`config.mk`:
```
export PLATFORM = sky130hd
export DESIGN_NAME = nird_top
export DESIGN_NICKNAME = d
export VERILOG_FILES = /design/src/verilog/nird_pkg.sv /design/src/verilog/nird_line_buffer.sv /design/src/verilog/nird_window.sv /design/src/verilog/nird_ring_sampler.sv /design/src/verilog/nird_pattern.sv /design/src/verilog/nird_riu2.sv /design/src/verilog/nird_top.sv
export SDC_FILE = /design/constraint.sdc
export NUM_CORES = 2
export LEC_CHECK = 0
export BUFFER_PORTS_ARGS = -buffer_cell sky130_fd_sc_hd__buf_2
export CORE_MARGIN = 2
export CORE_UTILIZATION = 55
export DETAILED_ROUTE_END_ITERATION = 16
export PLACE_DENSITY = 0.77
export REMOVE_ABC_BUFFERS = 1
export SYNTH_ARGS = -nofsm -noshare
export SYNTH_HDL_FRONTEND = slang
export SYNTH_SLANG_ARGS = --single-unit
```
`constraint.sdc`:
```
create_clock -name clk -period 15.7 [get_ports clk]
set_clock_uncertainty 0.1 [all_clocks]
set_input_delay 1.57 -clock clk [delete_from_list [all_inputs] [get_ports clk]]
set_output_delay 1.57 -clock clk [all_outputs]
set_load 0.01 [all_outputs]
```
`src/verilog/nird_pkg.sv`:
```
package nird_pkg;

  localparam int PIX_W  = 8;
  localparam int SUM_W  = 13;
  localparam int CODE_W = 4;
  localparam int SIZE_W = 9;

  // NI compares sample * GAIN against the patch sum, avoiding a divide.
  localparam int GAIN = 25;

  typedef logic [PIX_W-1:0] pixel_t;

  typedef logic [CODE_W-1:0] code_t;

  // Index 0 is the top row.
  typedef struct packed {
    pixel_t [0:4] px;
  } column_t;

  // Row-major, px[row][col], top-left first.
  typedef struct packed {
    pixel_t [0:4][0:4] px;
  } window_t;

  // Index 0 = east, then counter-clockwise in 45 degree steps.
  typedef struct packed {
    pixel_t [7:0]     r1;
    pixel_t [7:0]     r2;
    logic [SUM_W-1:0] sum;
  } ring_t;

  typedef struct packed {
    logic [7:0] ni;
    logic [7:0] rd;
  } pattern_t;

  typedef struct packed {
    logic valid;
    logic last;
  } beat_t;

endpackage

```
`src/verilog/nird_line_buffer.sv`:
```
`timescale 1ns/100ps

module nird_line_buffer #(
  parameter int MAX_SIZE = 64
) (
  input  logic                          clk,
  input  logic                          rst_n,
  input  nird_pkg::pixel_t              pixel_i,
  input  logic                          valid_i,
  input  logic [nird_pkg::SIZE_W-1:0]   img_size_i,
  output nird_pkg::column_t             column_o,
  output logic                          valid_o
);

  import nird_pkg::*;

  localparam int ADDR_W = $clog2(MAX_SIZE);

  // Entry 0 holds the previous row, entry 3 the row four lines up.
  pixel_t row_mem [4][MAX_SIZE];

  logic [ADDR_W-1:0] col_ptr;
  logic              col_wrap;

  assign col_wrap = (SIZE_W'(col_ptr) == img_size_i - SIZE_W'(1));

  always_ff @(posedge clk) begin
    if (!rst_n) begin
      col_ptr <= '0;
      valid_o <= 1'b0;
    end else begin
      valid_o <= valid_i;
      if (valid_i) begin
        if (col_wrap) begin
          col_ptr <= '0;
        end else begin
          col_ptr <= col_ptr + ADDR_W'(1);
        end
      end
    end
  end

  // Read the old rows and push the cascade down by one line.
  always_ff @(posedge clk) begin
    if (valid_i) begin
      row_mem[0][col_ptr] <= pixel_i;
      for (int k = 1; k < 4; k++) begin
        row_mem[k][col_ptr] <= row_mem[k-1][col_ptr];
      end
      column_o.px[0] <= row_mem[3][col_ptr];
      column_o.px[1] <= row_mem[2][col_ptr];
      column_o.px[2] <= row_mem[1][col_ptr];
      column_o.px[3] <= row_mem[0][col_ptr];
      column_o.px[4] <= pixel_i;
    end
  end

endmodule

```
`src/verilog/nird_window.sv`:
```
`timescale 1ns/100ps

module nird_window #(
  parameter int MAX_SIZE = 64
) (
  input  logic                          clk,
  input  logic                          rst_n,
  input  nird_pkg::column_t             column_i,
  input  logic                          valid_i,
  input  logic [nird_pkg::SIZE_W-1:0]   img_size_i,
  output nird_pkg::window_t             window_o,
  output nird_pkg::beat_t               beat_o
);

  import nird_pkg::*;

  logic [SIZE_W-1:0] row_cnt;
  logic [SIZE_W-1:0] col_cnt;
  logic [SIZE_W-1:0] last_idx;
  logic              row_end;
  logic              col_end;

  assign last_idx = img_size_i - SIZE_W'(1);
  assign row_end  = (row_cnt == last_idx);
  assign col_end  = (col_cnt == last_idx);

  // Position of the incoming column in the frame.
  always_ff @(posedge clk) begin
    if (!rst_n) begin
      row_cnt <= '0;
      col_cnt <= '0;
    end else if (valid_i) begin
      if (col_end) begin
        col_cnt <= '0;
        row_cnt <= row_end ? '0 : row_cnt + SIZE_W'(1);
      end else begin
        col_cnt <= col_cnt + SIZE_W'(1);
      end
    end
  end

  always_ff @(posedge clk) begin
    if (!rst_n) begin
      beat_o <= '0;
    end else begin
      beat_o.valid <= valid_i && (row_cnt >= SIZE_W'(4)) && (col_cnt >= SIZE_W'(4));
      beat_o.last  <= valid_i && row_end && col_end;
    end
  end

  // Newest column enters on the right.
  always_ff @(posedge clk) begin
    if (valid_i) begin
      for (int r = 0; r < 5; r++) begin
        for (int c = 0; c < 4; c++) begin
          window_o.px[r][c] <= window_o.px[r][c+1];
        end
        window_o.px[r][4] <= column_i.px[r];
      end
    end
  end

  a_size_range: assert property (
    @(posedge clk) disable iff (!rst_n)
    valid_i |-> (img_size_i >= SIZE_W'(5)) && (img_size_i <= SIZE_W'(MAX_SIZE))
  );

endmodule

```
`src/verilog/nird_ring_sampler.sv`:
```
`timescale 1ns/100ps

module nird_ring_sampler (
  input  logic              clk,
  input  logic              rst_n,
  input  nird_pkg::window_t window_i,
  input  nird_pkg::beat_t   beat_i,
  output nird_pkg::ring_t   ring_o,
  output nird_pkg::beat_t   beat_o
);

  import nird_pkg::*;

  ring_t ring_d;

  function automatic pixel_t corner_avg(input pixel_t a, input pixel_t b,
                                        input pixel_t c, input pixel_t d);
    logic [PIX_W+1:0] total;
    total = {2'b00, a} + {2'b00, b} + {2'b00, c} + {2'b00, d};
    return total[PIX_W+1:2];
  endfunction

  always_comb begin
    // Radius 1, the eight neighbours of the centre at (2,2).
    ring_d.r1[0] = window_i.px[2][3];
    ring_d.r1[1] = window_i.px[1][3];
    ring_d.r1[2] = window_i.px[1][2];
    ring_d.r1[3] = window_i.px[1][1];
    ring_d.r1[4] = window_i.px[2][1];
    ring_d.r1[5] = window_i.px[3][1];
    ring_d.r1[6] = window_i.px[3][2];
    ring_d.r1[7] = window_i.px[3][3];

    // Radius 2, diagonals are the floor mean of the outer 2x2 corner.
    ring_d.r2[0] = window_i.px[2][4];
    ring_d.r2[1] = corner_avg(window_i.px[0][3], window_i.px[0][4],
                              window_i.px[1][3], window_i.px[1][4]);
    ring_d.r2[2] = window_i.px[0][2];
    ring_d.r2[3] = corner_avg(window_i.px[0][0], window_i.px[0][1],
                              window_i.px[1][0], window_i.px[1][1]);
    ring_d.r2[4] = window_i.px[2][0];
    ring_d.r2[5] = corner_avg(window_i.px[3][0], window_i.px[3][1],
                              window_i.px[4][0], window_i.px[4][1]);
    ring_d.r2[6] = window_i.px[4][2];
    ring_d.r2[7] = corner_avg(window_i.px[3][3], window_i.px[3][4],
                              window_i.px[4][3], window_i.px[4][4]);

    ring_d.sum = '0;
    for (int r = 0; r < 5; r++) begin
      for (int c = 0; c < 5; c++) begin
        ring_d.sum = ring_d.sum + SUM_W'(window_i.px[r][c]);
      end
    end
  end

  always_ff @(posedge clk) begin
    if (!rst_n) begin
      beat_o <= '0;
    end else begin
      beat_o <= beat_i;
    end
  end

  always_ff @(posedge clk) begin
    ring_o <= ring_d;
  end

endmodule

```
`src/verilog/nird_pattern.sv`:
```
`timescale 1ns/100ps

module nird_pattern (
  input  logic               clk,
  input  logic               rst_n,
  input  nird_pkg::ring_t    ring_i,
  input  nird_pkg::beat_t    beat_i,
  output nird_pkg::pattern_t pattern_o,
  output nird_pkg::beat_t    beat_o
);

  import nird_pkg::*;

  logic [SUM_W-1:0] scaled [8];
  pattern_t         pattern_d;

  always_comb begin
    for (int k = 0; k < 8; k++) begin
      // Same as sample >= sum / 25 without the divide.
      scaled[k]       = SUM_W'(ring_i.r2[k]) * SUM_W'(GAIN);
      pattern_d.ni[k] = (scaled[k] >= ring_i.sum);
      pattern_d.rd[k] = (ring_i.r2[k] >= ring_i.r1[k]);
    end
  end

  always_ff @(posedge clk) begin
    if (!rst_n) begin
      beat_o <= '0;
    end else begin
      beat_o <= beat_i;
    end
  end

  always_ff @(posedge clk) begin
    pattern_o <= pattern_d;
  end

endmodule

```
`src/verilog/nird_riu2.sv`:
```
`timescale 1ns/100ps

module nird_riu2 (
  input  logic            clk,
  input  logic            rst_n,
  input  logic [7:0]      bits_i,
  input  nird_pkg::beat_t beat_i,
  output nird_pkg::code_t code_o,
  output logic            valid_o,
  output logic            finish_o
);

  import nird_pkg::*;

  logic [7:0] edges;
  code_t      ones;
  code_t      code_d;

  // Bit k is compared with bit k+1 and bit 7 wraps to bit 0.
  assign edges  = bits_i ^ {bits_i[0], bits_i[7:1]};
  assign ones   = CODE_W'($countones(bits_i));
  assign code_d = ($countones(edges) <= 2) ? ones : CODE_W'(9);

  always_ff @(posedge clk) begin
    if (!rst_n) begin
      valid_o  <= 1'b0;
      finish_o <= 1'b0;
    end else begin
      valid_o  <= beat_i.valid;
      finish_o <= beat_i.valid && beat_i.last;
    end
  end

  always_ff @(posedge clk) begin
    code_o <= code_d;
  end

  // A last beat always carries a valid window.
  a_last_valid: assert property (
    @(posedge clk) disable iff (!rst_n)
    beat_i.last |-> beat_i.valid
  );

endmodule

```
`src/verilog/nird_top.sv`:
```
`timescale 1ns/100ps

module nird_top #(
  parameter int MAX_SIZE = 64
) (
  input  logic                          clk,
  input  logic                          rst_n,
  input  nird_pkg::pixel_t              pixel_i,
  input  logic                          pixel_valid_i,
  input  logic [nird_pkg::SIZE_W-1:0]   img_size_i,
  output nird_pkg::code_t               ni_o,
  output nird_pkg::code_t               rd_o,
  output logic                          code_valid_o,
  output logic                          finish_o
);

  import nird_pkg::*;

  logic [SIZE_W-1:0] img_size;
  column_t           column;
  logic              column_valid;
  window_t           window;
  beat_t             window_beat;
  ring_t             ring;
  beat_t             ring_beat;
  pattern_t          pattern;
  beat_t             pattern_beat;

  // Size is held stable for a whole frame.
  always_ff @(posedge clk) begin
    if (!rst_n) begin
      img_size <= '0;
    end else begin
      img_size <= img_size_i;
    end
  end

  nird_line_buffer #(
    .MAX_SIZE (MAX_SIZE)
  ) u_line_buffer (
    .clk        (clk),
    .rst_n      (rst_n),
    .pixel_i    (pixel_i),
    .valid_i    (pixel_valid_i),
    .img_size_i (img_size),
    .column_o   (column),
    .valid_o    (column_valid)
  );

  nird_window #(
    .MAX_SIZE (MAX_SIZE)
  ) u_window (
    .clk        (clk),
    .rst_n      (rst_n),
    .column_i   (column),
    .valid_i    (column_valid),
    .img_size_i (img_size),
    .window_o   (window),
    .beat_o     (window_beat)
  );

  nird_ring_sampler u_ring_sampler (
    .clk      (clk),
    .rst_n    (rst_n),
    .window_i (window),
    .beat_i   (window_beat),
    .ring_o   (ring),
    .beat_o   (ring_beat)
  );

  nird_pattern u_pattern (
    .clk       (clk),
    .rst_n     (rst_n),
    .ring_i    (ring),
    .beat_i    (ring_beat),
    .pattern_o (pattern),
    .beat_o    (pattern_beat)
  );

  nird_riu2 u_riu2_ni (
    .clk      (clk),
    .rst_n    (rst_n),
    .bits_i   (pattern.ni),
    .beat_i   (pattern_beat),
    .code_o   (ni_o),
    .valid_o  (code_valid_o),
    .finish_o (finish_o)
  );

  // Shares the NI beat, so its flags are not needed.
  nird_riu2 u_riu2_rd (
    .clk      (clk),
    .rst_n    (rst_n),
    .bits_i   (pattern.rd),
    .beat_i   (pattern_beat),
    .code_o   (rd_o),
    .valid_o  (),
    .finish_o ()
  );

endmodule

```
== Word level (Yosys, flattened, before mapping) ==
Memories as Yosys holds them, arrays and structs flattened.
Cells that the tools add are included.
W data, S select, Z words.

* Memories: 1
* Output and inout bits: 10
* Bits in writable memories: 2,048
* Bits in registers: 447
* Logic and storage cells: 195
* Input port bits: 20

* Multiplexer cells: 19
* Add/sub/neg operators: 68
* Reductions and logical operators: 7
* Equal/unequal tests: 3
* Order comparisons: 22
* Multipliers: 8
* Bitwise logic cells: 3

{| class="wikitable"
|+ Memory list
! memory !! words !! bits a word !! read ports !! clocked after Yosys merged registers in !! wr ports !! RTL line !! RTL
|-
| u_line_buffer.row_mem || 4 || 512 || 4 || 0 || 4 || nird_line_buffer.sv:20 || <nowiki>pixel_t row_mem [4][MAX_SIZE];</nowiki>
|}

{| class="wikitable"
|+ Operators with widths
! operator !! number
|-
| $mux W512 || 1
|-
| $add A13 B8 Y13 || 23
|-
| $add A32 B32 Y32 || 6
|-
| $bmux W8 S6 || 4
|-
| $ge A13 B13 Y1 || 8
|-
| $mul A8 B5 Y13 const B || 8
|-
| $add A10 B8 Y10 || 8
|-
| $mux W8 || 9
|-
| $ge A8 B8 Y1 || 8
|-
| $le A32 B3 Y1 const B || 2
|-
| $demux W8 S6 || 1
|-
| $add A8 B8 Y9 || 5
|-
| $add A1 B1 Y2 || 16
|-
| $add A4 B4 Y4 || 6
|-
| $add A9 B1 Y9 const B || 2
|-
| $eq A9 B9 Y1 || 2
|-
| $ge A9 B3 Y1 const B || 2
|-
| $mux W9 || 2
|-
| $xor A8 B8 Y8 || 2
|-
| $eq A6 B9 Y1 || 1
|-
| $sub A9 B1 Y9 const B || 1
|-
| $ge A7 B7 Y1 const B || 1
|-
| $lt A7 B1 Y1 const B || 1
|-
| $not A6 Y7 || 1
|-
| 5 further kinds || 10
|}

== Longest topological paths before layout ==
* Depth in word-level cells: 24
* Depth in mapped cells: 25
* Mapped depth without buffers: 25

== Cells and area by module ==
Synthesis repeated with hierarchy kept, for this count alone.

* Cells, all modules: 6,710
* Area total of the unflattened synthesis: 109,157.2 um2

{| class="wikitable"
|+ By module, submodules not included
! module !! cells each !! area each (um2) !! times used !! seq. area each (um2)
|-
| nird_line_buffer || 4,274 || 80,141.9 || 1 || 62,840.3
|-
| nird_ring_sampler || 938 || 10,807.9 || 1 || 2,862.7
|-
| nird_pattern || 965 || 9,120.0 || 1 || 360.3
|-
| nird_window || 393 || 7,587.3 || 1 || 6,406.1
|-
| nird_riu2 || 61 || 631.9 || 2 || 120.1
|-
| nird_top || 18 || 236.5 || 1 || 180.2
|}

== Worst setup path before layout ==
No wires, ideal clock.

* Path kind: register to register
* From: register u_line_buffer.valid_o
* To: register u_window.row_cnt[0]
* Data required time: 15,473 ps
* Library setup time: 127 ps
* Arrival: 6,490 ps
* Clock period less this slack: 6,717 ps
* Setup slack: 8,983 ps
* Buffers on the path: 0
* Stages on the path, launching flop included: 4
* Cells stage by stage: dfxtp_1 -> nand4_1 -> nand2_2 -> o21ai_1

* Longest elaborated chain between the ends: 1

{| class="wikitable"
|+ Ends and longest elaborated chain
! item !! RTL line !! RTL
|-
| start, declared || nird_line_buffer.sv:12 || <nowiki>output logic valid_o</nowiki>
|-
| start signal, assigned || nird_line_buffer.sv:32 || <nowiki>valid_o <= valid_i;</nowiki>
|-
| $reduce_and A2 Y1 (no line) || -- ||
|-
| end signal, assigned || nird_window.sv:35 || <nowiki>row_cnt <= row_end ? '0 : row_cnt + SIZE_W'(1);</nowiki>
|-
| end, declared || nird_window.sv:17 || <nowiki>logic [SIZE_W-1:0] row_cnt;</nowiki>
|}

No other way between the ends.
A chain may end at the register's enable or synchronous reset.

==> flow_metrics.py <==
metrics = {
    "critical_path": {
        "reg2reg_slack_ns": 8.40,
        "worstSetupStartpointType": "flop",
        "arrival_ns": 7.73,
        "crit_fanout": 117,
        "crit_type": "reg2reg",
        "endpoint_kind": "flop",
        "regToRegStartpoint": "u_line_buffer.col_ptr[1]",
        "cp-startpoint": "u_line_buffer.col_ptr[1]",
        "crit_required_ns": 16.12,
    },
    "clock_tree": {
        "cts_buffer_depth": 3,
        "htree_levels": 4,
        "cts_resized": 0,
        "cts_setup_buffers": 0,
        "clk_latency_ns": 0.91,
        "root_buffer": "clkbuf_16",
        "clkTransAtPathRegs_ns": 0.06,
        "cts.sink_count": 2495,
        "ctsHoldBuffers": 0,
        "cts_tree": "built",
        "cts_inserted_buffers": 229,
    },
    "yosys": {
        "synth_cell_types": 80,
        "syn-instance-count": 6731,
        "ys_seq_area_share_pct": 67.1,
        "syn-cell-area_um2": 109000,
        "synth_edf_count": 2288,
        "ys_seq_elements": 2495,
        "synthFlopType": "edfxtp_1",
        "async_flop_share_pct": 0,
        "synthTopCellsByArea": "edfxtp_1 63%, ha_1 5.9%, fa_1 4.6%",
        "ys.warnings.count": 0,
        "synth.avg_cell_area_um2": 16.1,
        "netlist.area_leader.share_pct": 63.3,
        "synth_area_leader_cell": "edfxtp_1",
    },
    "power_and_ir_drop": {
        "p_sw_share_pct": 32.4,
        "p_per_area_nw_per_um2": 169,
        "p_comb_share_pct": 33.4,
        "p_seq_share_pct": 38.8,
        "peakVddDrop_mv": 0.449,
        "p_leak_nw": 42.7,
        "p_sw_mw": 6.59,
        "p_clk_share_pct": 27.8,
        "total_power_mw": 20.3,
        "p_int_mw": 13.7,
    },
    "die": {
        "die_area_um2": 201000,
        "dieWidth_um": 448,
        "initial_utilization_pct": 55.2,
        "row_count": 163,
        "fp.dieH_um": 448,
        "io_pins": 30,
        "core_um2": 197000,
    },
    "grt": {
        "antenna_found_initial": 17,
        "overflow": 0,
        "grt_most_used_layer": "met2",
        "grt_first_pass_wirelength_mm": 440,
        "grt_use_total_pct": 30.6,
        "grt_max_degree": 144,
        "globalRouteMet1Util_pct": 39.1,
        "use_met3_pct": 9.31,
        "grt_pass1_vias": 63400,
        "grt_util_met2_pct": 46.9,
    },
    "drt": {
        "ant_nets": 0,
        "drt_iter0_drc": 10200,
        "route.detailed.drc": 0,
        "num_vias": 64100,
        "wl_mm": 308,
        "first_pass_iters": 9,
        "wl_per_cell_um": 31.7,
        "via_per_inst": 6.59,
    },
    "placement": {
        "port_buffers": 29,
        "dpl_cell_area_um2": 113000,
        "dp_cells": 9293,
        "gp_congestion": 0.938,
        "hpwlAfterDp_mm": 184,
    },
    "sta": {
        "relSlewSlack_pct": -0.836,
        "hold_ws_ns": 0.276,
        "hold_violations": 0,
        "rsz0062_at_grt": "no",
        "layout_min_cycle_time_ns": 7.30,
        "report.final.setup_viol": 0,
        "min_period_over_period_pct": 46.5,
        "max_freq_mhz": 137,
        "tightest_slew_ns": 1.50,
        "maxSlewViolCount": 1,
        "tns_ns": 0,
    },
    "flow_run": {
        "cap_violations": 2,
    },
    "final_layout": {
        "final_cells": 9730,
        "final_common_cell": "edfxtp_1",
        "layout_common_cells": "2,288 x edfxtp_1, 550 x inv_1, 514 x ha_1",
        "final_nets": 7666,
        "areaGrowthSynthToFinish_pct": 10.8,
        "finish.instance_area_um2": 120000,
        "layout-drive-gt1-share_pct": 14.1,
    },
    "hold_path": {
        "hold_path_class": "reg2reg",
        "hold_start": "u_window.window_o[112]",
    },
    "run_status": {
        "violations": "max-capacitance violations, max-slew violations",
        "status": "finished with violations",
    },
}
==> synthesized netlist by cell type, types with 57 or more instances <==
cell	number
xnor2_1	105
clkbuf_1	102
buf_2	104
fa_1	248
a22oi_1	124
a221oi_1	230
nand2_1	164
nor2_1	265
inv_1	551
a21o_1	70
o21ai_0	180
ha_1	514
mux4_2	164
o22ai_1	99
mux2_2	148
xor2_1	57
edfxtp_1	2288
a21oi_1	300
mux2i_1	245
dfxtp_1	207
==> metrics by stage <==
stage | setup WS [ns] | utilization [%]
global placement | 8.61 | 57.3
floorplan | -5.03 | -
global route | 8.14 | 61.1
detailed placement | 8.52 | 57.3
CTS | 8.51 | 61.1
finish | 8.40 | 61.2
==> area by class of cell <==
class,instances,area (µm²)
diodes,5,12.5
clock buffers,288,6060
clock inverters,144,1580
fillers,13600,76500
inverters,555,2090
multi-input cells,3398,32900
flip-flops and latches,2495,72900
well taps,2640,3300
repair buffers,205,1540
==> logic make-up after synthesis <==
| family | count (synthesis) | share of synthesized area, % |
|---|---|---|
| muxes | 557 | 7.19 |
| DFF | 2495 | 67.1 |
| and+or+nand+nor | 689 | 3.02 |
| xor gates and xnor gates | 163 | 1.32 |
| buffers and inverters | 838 | 3.20 |
| adders and majority gates | 762 | 10.5 |
| AOI/OAI and AO/OA | 1227 | 7.67 |
==> routing by layer <==
metal | part of all wire, % | routed length [µm] | vias to the layer above
li1 | - | - | 26100
met1 | 34 | 105000 | 31900
met2 | 45 | 139000 | 4934
met3 | 14 | 42100 | 1160
met4 | 7.1 | 21900 | 16
met5 | 0.030 | 94 | -
==> power by group through the flow <==
stage / Clock (mW) / Sequential (mW) / Combinational (mW)
floorplan: 0 / 8.01 / 5.02
global placement: 0 / 8.01 / 6.52
detailed placement: 0 / 8.01 / 6.70
CTS: 5.66 / 7.87 / 6.82
global route: 5.92 / 7.89 / 7.76
finish: 5.65 / 7.87 / 6.79
==> worst paths after layout <==
path | to | depth (start not counted)
worst max-delay path | u_line_buffer.row_mem[2][127] | 10
worst min-delay path | u_ring_sampler.ring_o[45] | 0
worst max register to register | u_line_buffer.row_mem[2][127] | 10
worst min register to register | u_ring_sampler.ring_o[45] | 0
==> flip-flops by register name, summed over array words and instances, names as in the netlist, 6 cells and up <==
signal / cells
u_pattern.pattern_o: 16
u_window.row_cnt: 9
u_window.col_cnt: 9
u_ring_sampler.ring_o: 141
u_line_buffer.col_ptr: 6
img_size: 9
u_window.window_o: 200
u_line_buffer.row_mem: 2048
u_line_buffer.column_o: 40
==> critical path, cell delays in order, from the launching register on <==
cell,delay [ns]
dfxtp_4,0.83
buf_12,0.61
buf_4,0.71
buf_12,0.61
mux2i_1,0.29
o22ai_1,0.09
o21ai_0,1.04
nand2_1,0.11
nor3_1,1.03
nand2_2,0.74
buf_4,0.54
No activity file was read; power rests on OpenSTA's default activity.
